===== config.mk =====
export PLATFORM = sky130hd
export DESIGN_NAME = sync_fifo_flat
export DESIGN_NICKNAME = d
export VERILOG_FILES = /design/src/common/stage_if.sv /design/src/sync_fifo.sv /design/src/flat_wrapper.sv
export SDC_FILE = /design/constraint.sdc
export NUM_CORES = 1
export LEC_CHECK = 0
export BUFFER_PORTS_ARGS = -buffer_cell sky130_fd_sc_hd__buf_2
export CAP_MARGIN = 20
export CORE_ASPECT_RATIO = 1.1
export CORE_MARGIN = 2
export CORE_UTILIZATION = 45
export CTS_CLUSTER_DIAMETER = 80
export DETAILED_ROUTE_END_ITERATION = 10
export GPL_TIMING_DRIVEN = 0
export MAX_ROUTING_LAYER = met4
export SETUP_SLACK_MARGIN = 0.02
export SLEW_MARGIN = 20
export SYNTH_ARGS = -nofsm -noshare
export SYNTH_HDL_FRONTEND = slang
export SYNTH_SLANG_ARGS = --single-unit

===== constraint.sdc =====
create_clock -name tx_master_clk -period 8.4 [get_ports tx_master_clk]
set_input_delay 0.42 -clock tx_master_clk [delete_from_list [all_inputs] [get_ports tx_master_clk]]
set_output_delay 0.42 -clock tx_master_clk [all_outputs]
set_load 0.01 [all_outputs]

===== src/common/stage_if.sv =====
`timescale 1ns/100ps

// fifo link, rdata valid the cycle after rd
interface stage_if #(
    parameter type T           = logic [7:0],
    parameter int  DEPTH       = 16,
    parameter int  AFULL_LEVEL = DEPTH - 1
);

    logic wr;
    T     wdata;
    logic full;
    logic almost_full;

    logic rd;
    T     rdata;
    logic empty;

    modport writer  (output wr, output wdata, input full, input almost_full);
    modport reader  (output rd, input rdata, input empty);

    // fifo side of the link
    modport fifo_wr (input wr, input wdata, output full, output almost_full);
    modport fifo_rd (input rd, output rdata, output empty);

endinterface


===== src/sync_fifo.sv =====
`timescale 1ns/100ps

module sync_fifo #(
    parameter type T           = logic [7:0],
    parameter int  DEPTH       = 16,       // power of two
    parameter int  AFULL_LEVEL = DEPTH - 1
) (
    input  logic     tx_master_clk,
    input  logic     rstn_mac,
    stage_if.fifo_wr wr_side,
    stage_if.fifo_rd rd_side
);

    localparam int AW = $clog2(DEPTH);

    T               mem [DEPTH];
    logic [AW-1:0]  wr_ptr;
    logic [AW-1:0]  rd_ptr;
    logic [AW:0]    count;     // fill level
    logic           do_wr;
    logic           do_rd;

    assign do_wr = wr_side.wr && !wr_side.full;
    assign do_rd = rd_side.rd && !rd_side.empty;

    always_ff @(posedge tx_master_clk or negedge rstn_mac) begin
        if (!rstn_mac) begin
            wr_ptr <= '0;
            rd_ptr <= '0;
            count  <= '0;
        end else begin
            if (do_wr) wr_ptr <= wr_ptr + 1'b1;   // wraps at DEPTH
            if (do_rd) rd_ptr <= rd_ptr + 1'b1;
            case ({do_wr, do_rd})
                2'b10:   count <= count + 1'b1;
                2'b01:   count <= count - 1'b1;
                default: count <= count;
            endcase
        end
    end

    // storage and registered read port
    always_ff @(posedge tx_master_clk) begin
        if (do_wr) begin
            mem[wr_ptr] <= wr_side.wdata;
        end
        if (do_rd) begin
            rd_side.rdata <= mem[rd_ptr];
        end
    end

    assign wr_side.full        = (count == (AW + 1)'(DEPTH));
    assign wr_side.almost_full = (count >= (AW + 1)'(AFULL_LEVEL));
    assign rd_side.empty       = (count == '0);

endmodule


===== src/flat_wrapper.sv =====
// flat-port wrapper written by rule: the top's interface ports become plain ports
module sync_fifo_flat 
#(
    parameter type T           = logic [7:0],
    parameter int  DEPTH       = 16,                      
    parameter int  AFULL_LEVEL = DEPTH - 1
)
  (tx_master_clk, rstn_mac, wr_side_wr, wr_side_wdata, wr_side_full, wr_side_almost_full, rd_side_rd, rd_side_rdata, rd_side_empty);
  stage_if #(.T(T), .DEPTH(DEPTH), .AFULL_LEVEL(AFULL_LEVEL)) wr_side_i ();
  stage_if #(.T(T), .DEPTH(DEPTH), .AFULL_LEVEL(AFULL_LEVEL)) rd_side_i ();
  input  logic tx_master_clk;
  input  logic rstn_mac;
  input wire logic [$bits(wr_side_i.wr)-1:0] wr_side_wr;
  input wire logic [$bits(wr_side_i.wdata)-1:0] wr_side_wdata;
  output wire logic [$bits(wr_side_i.full)-1:0] wr_side_full;
  output wire logic [$bits(wr_side_i.almost_full)-1:0] wr_side_almost_full;
  input wire logic [$bits(rd_side_i.rd)-1:0] rd_side_rd;
  output wire logic [$bits(rd_side_i.rdata)-1:0] rd_side_rdata;
  output wire logic [$bits(rd_side_i.empty)-1:0] rd_side_empty;
  assign wr_side_i.wr = wr_side_wr;
  assign wr_side_i.wdata = wr_side_wdata;
  assign wr_side_full = wr_side_i.full;
  assign wr_side_almost_full = wr_side_i.almost_full;
  assign rd_side_i.rd = rd_side_rd;
  assign rd_side_rdata = rd_side_i.rdata;
  assign rd_side_empty = rd_side_i.empty;
  sync_fifo #(.T(T), .DEPTH(DEPTH), .AFULL_LEVEL(AFULL_LEVEL)) u_core (.tx_master_clk(tx_master_clk), .rstn_mac(rstn_mac), .wr_side(wr_side_i), .rd_side(rd_side_i));
endmodule

======== After elaboration in Yosys (flattened, before gate mapping) ========
Memory sizes are Yosys's and may differ from the RTL's. A register that Yosys moved wholly into a read port is not among the register bits.
Index checks and enable logic that the tools add are counted.
operators by class
  add/sub/neg operators ................... 4
  reductions and logical operators ........ 6
  equal/unequal tests ..................... 3
  muxes and demuxes ....................... 3
  magnitude comparators ................... 1
operators with widths
  operator                                                                count
  5-bit one-hot mux with 2 select lines                                   1
  4-bit by 1-bit adder with 4-bit output (second input constant)          2
  5-bit by 1-bit adder with 5-bit output (second input constant)          1
  5-bit == test (second input constant)                                   1
  5-bit by 4-bit >= comparator with 1-bit output (second input constant)  1
  5-bit zero test                                                         1
  5-bit by 1-bit subtractor with 5-bit output (second input constant)     1
  2-bit by 1-bit == test with 1-bit output (second input constant)        1
  2-bit == test (second input constant)                                   1
  1-bit logical AND                                                       2
  1-bit zero test                                                         2
  1-bit 2-to-1 mux                                                        2
  2-bit nonzero test                                                      1
storage, ports and cells
  bits in writable memories ............... 128
  memories ................................ 1
  output and inout port bits .............. 11
  logic and storage cells ................. 21
  register bits after elaboration ......... 13
memory list
  name        words  bits a word  rd ports  clocked after memory_dff  wr ports  line             RTL
  u_core.mem  16     8            1         1                         1         sync_fifo.sv:16  T mem [DEPTH];

======== Longest topological paths before layout ========
  depth in word-level cells ............... 5
  gate-level depth with buffers ........... 9

======== Least setup slack after synthesis ========
No wires, ideal clock.
  path type ............................... reg2reg
  from .................................... register u_core.count[1]
  to ...................................... register u_core.count[4]
  data arrival time ....................... 2.590 ns
  period minus slack after synthesis ...... 2.670 ns
  stages on the path, launching flop included .. 9
  buffers on the path ..................... 0
  slack ................................... 5.730 ns
  library setup time ...................... 0.080 ns
  cell sequence ........................... dfrtp_1 > or4_4 > o21a_4 > ha_1 > fa_1 > a21o_1 > a21oi_1 > mux2i_1 > xnor2_1
on the way
  cells in the longest elaborated chain, start to end .. 5
RTL lines
  item                                                                                line             RTL
  from (decl)                                                                         sync_fifo.sv:19  logic [AW:0] count;
  from (signal assigned)                                                              sync_fifo.sv:35  2'b10: count <= count + 1'b1;
  from (signal assigned)                                                              sync_fifo.sv:36  2'b01: count <= count - 1'b1;
  from (signal assigned)                                                              sync_fifo.sv:37  default: count <= count;
  5-bit zero test (*)                                                                 sync_fifo.sv:54  assign rd_side.empty = (count == '0);
  1-bit zero test (*)                                                                 sync_fifo.sv:24  assign do_rd = rd_side.rd && !rd_side.empty;
  1-bit logical AND (*)                                                               sync_fifo.sv:24
  named net u_core.do_rd                                                              sync_fifo.sv:21  logic do_rd;
  2-bit by 1-bit == test with 1-bit output / 2-bit == test (equally long branches)    sync_fifo.sv:34  case ({do_wr, do_rd})
  5-bit one-hot mux with 2 select lines / 2-bit nonzero test (equally long branches)  n/a
Mark *: on every way through the listed nets, which the timed path passes. The rest lies on a longest branch.
A chain may end at the register's enable or synchronous reset.

======== Worst setup path after layout ========
Same ends and word-level chain as after synthesis.

==> flow_summary_export.csv <==
group,metric,value,unit
cells_and_area,fin_nets,392,
floorplanning,start_util,0.4568,
routing,route.met3.wl,610,µm
timing,clock.fmax,0.3488,GHz
pwr,p_sw_frac,0.3077,
yosys,syn_inst,328,
clock_tree,htree_levels,4,
clock_tree,clockRootBuffer,"clkbuf_16",
setup_path,cp.required,8740,ps
routing,routed_wl,11730,µm
placement,portBuffers,22,
routing,vias_per_cell,5.578,
routing,wl_met1,4822,µm
pwr,power_frac_seq,0.410,
routing,first_iter_violations,154,
setup_path,critPathCaptureType,"flip-flop",
grt,grt_pass1_vias,3052,
yosys,yosys_warnings,0,
timing,setup_viol,0,
clock_tree,clk-insertion-delay-late,420,ps
yosys,syn_avg_cell_area,18.25,µm²
pwr,combPwrFrac,0.306,
timing,drv_slew,0,
pwr,fin_total_pwr,2416,µW
floorplanning,die_area,0.01424,mm²
floorplanning,placement_rows,44,
timing,setup-tns-final,0,ps
min_path,hold_path_end,"u_core.mem[8][7]",
setup_path,crit_fanout,13,
clock_tree,cts-resized-gates,0,
min_path,hp-class,"input pin to flip-flop",
yosys,synth_cell_types,36,
job,maxCapViolations,0,
pwr,internal_power,1673,µW
cells_and_area,layout_common_cells,"edfxtp_1 (136), mux2i_1 (33), buf_2 (27)",
grt,antenna_found_initial,0,
grt,grt-ovfl-total,0,
setup_path,cp-start-kind,"flip-flop",
timing,period_share,0.3413,
min_path,whs_path_depth,1,
yosys,synth-seq-cells,149,
cells_and_area,drive_gt1_frac,0.2190,
clock_tree,cts_tree,"yes",
pwr,p_switching,743.5,µW
setup_path,regToRegStartpoint,"u_core.count[1]",
setup_path,crit_arrival,3200,ps
placement,dp_hpwl,7781,µm
clock_tree,cts.sinks,149,
clock_tree,path_clk_slew,60,ps
timing,relSlewSlack,0.4262,
routing,ant_nets,0,
cells_and_area,syn2layout_area_growth,14.49,%
setup_path,reg2reg_depth,8,
pwr,p_leak,0.002412,µW
run_status,status,"finished clean",
placement,place_congestion,0.7924,
clock_tree,clock_path_buffers,2,
setup_path,r2r-end,"u_core.count[4]",
yosys,syn_nets,350,
cells_and_area,final_cell_area,0.006853,mm²
routing,drc,0,
floorplanning,io_pins,23,
timing,finalHoldViolations,0,
setup_path,ff2ff_setup_slack,5530,ps
clock_tree,post-cts-setup-buffers,0,
setup_path,path_class,"flip-flop to flip-flop",
routing,wl_met2,5951,µm
routing,vias,3012,
timing,skew,8.912,ps
cells_and_area,final_common_cell,"edfxtp_1",
floorplanning,die_h,125.0,µm
yosys,netlist_area,0.005986,mm²
yosys,ys_seq_area_frac,0.7366,
grt,grt_pass1_wl,17900,µm
routing,highest_layer,"met4",
timing,rsz0062_at_grt,"no",
min_path,hold_path_startpoint,"wr_side_wdata[7]",
timing,tightest_slew,856.1,ps
grt,grt_max_degree,17,
grt,track_usage,0.1846,
cells_and_area,insertedDiodeCount,0,
clock_tree,cts_buffers,17,
routing,first_pass_iters,4,
placement,placed_area,0.006317,mm²
pwr,p_per_area,352.6,mW/mm²
timing,period_needed,2867,ps
floorplanning,core,0.01310,mm²
routing,wire_per_inst,21.72,µm
floorplanning,die_w,114.0,µm
pwr,p_clk_frac,0.284,
pwr,irDropWorstVdd,0.1696,mV
timing,holdWs,412.9,ps
-- kinds of logic (layout without fill, tap and decap cells) --
group / Yosys count / in the layout / share of synthesized area
xor+xnor: 10 / 10 / 0.01463
flops: 149 / 149 / 0.7366
fa+ha+maj: 10 / 10 / 0.02216
buf+inv: 21 / 72 / 0.01860
mux: 51 / 51 / 0.1198
simple gates: 45 / 45 / 0.03386
compound gates: 42 / 42 / 0.05435
-- what timing repair did --
| item | in CTS | in global routing |
|---|---|---|
| setup endpoints to repair | 0 | 0 |
| hold buffers | 1 | 0 |
| hold endpoints to repair | 13 | 0 |
-- critical path, stage by stage (launching register included) --
cell     delay [ps]
dfrtp_1         440
or4_4           570
o21a_4          290
ha_1            310
fa_1            420
a21o_1          200
a21oi_1         190
mux2i_1         240
xnor2_1         130
-- sequential cells by signal, indices dropped and copies added (netlist names) --
signal and cells:
u_core.count 5, u_core.wr_ptr 4, u_core.rd_side.rdata 8, u_core.mem 128, u_core.rd_ptr 4
-- metrics by stage --
stage                     instances  utilization  setup WS, ps
final                           540       0.5230          5533
after global routing            540       0.5230          5344
after CTS                       540       0.5230          5504
after detailed placement        511       0.4821          5520
after global placement          511       0.4806          5533
after floorplan                 328            -          5730
-- power groups by stage --
| stage | Sequential (µW) | Combinational [µW] | Clock, µW |
|---|---|---|---|
| floorplan | 1000 | 515 | 0 |
| global placement | 999 | 736 | 0 |
| detailed placement | 1000 | 748 | 0 |
| CTS | 991 | 750 | 696 |
| global route | 1000 | 806 | 726 |
| finish | 990 | 739 | 687 |
-- cells in the mapped netlist --
library cell,n,area (µm²)
nand4_1,1,6.260
a21o_1,1,7.510
mux2i_1,33,330.3
mux4_2,16,360.4
o21a_4,1,15.01
a21o_2,1,8.760
a21boi_2,1,11.26
clkbuf_1,5,18.77
edfxtp_1,136,4084
a221oi_1,15,131.4
mux2_4,1,15.01
a22oi_1,8,60.06
o21ai_0,11,55.05
xnor2_1,8,70.07
inv_1,4,15.01
buf_6,1,11.26
nand2_1,17,63.81
nand2b_1,2,12.51
nand3_1,1,5.000
nor3_1,4,20.02
dfrtp_1,13,325.3
nor2_1,14,52.55
fa_1,1,20.02
ha_1,9,112.6
buf_2,5,25.02
a21oi_1,2,10.01
nor2b_1,2,12.51
buf_1,1,3.750
and2_1,2,12.51
buf_4,5,37.54
mux2_2,1,11.26
a41o_2,1,11.26
a221oi_2,1,15.01
xor2_1,2,17.52
or4_4,1,11.26
nor4_1,1,6.260
-- metal layers --
layer  track usage  vias up
met5             -        -
met4       0.08895        0
met3       0.05138       27
met2        0.2843       75
met1        0.2259     1522
li1              -     1388
-- worst max path at each step --
stage / startpoint / cells after the start / end / slack, ps
after floorplan: u_core.count[1] / 8 / u_core.count[4] / 5730
after global placement: u_core.count[1] / 8 / u_core.count[4] / 5530
after detailed placement: u_core.count[1] / 8 / u_core.count[4] / 5520
after CTS: u_core.count[1] / 8 / u_core.count[4] / 5500
after global routing: u_core.count[1] / 8 / u_core.count[4] / 5340
final: u_core.count[1] / 8 / u_core.count[4] / 5530
-- final cells by class --
| cell class | count | area (µm²) |
|---|---|---|
| flip-flops and latches | 149 | 4409 |
| inverters | 4 | 15.01 |
| multi-input cells | 158 | 1485 |
| clock inverters | 7 | 85.08 |
| fillers | 1083 | 6250 |
| clock buffers | 21 | 440.4 |
| plain buffers | 17 | 96.34 |
| repair buffers | 23 | 120.1 |
| well taps | 161 | 201.4 |
Note: power is estimated with default switching activity, not from simulation.
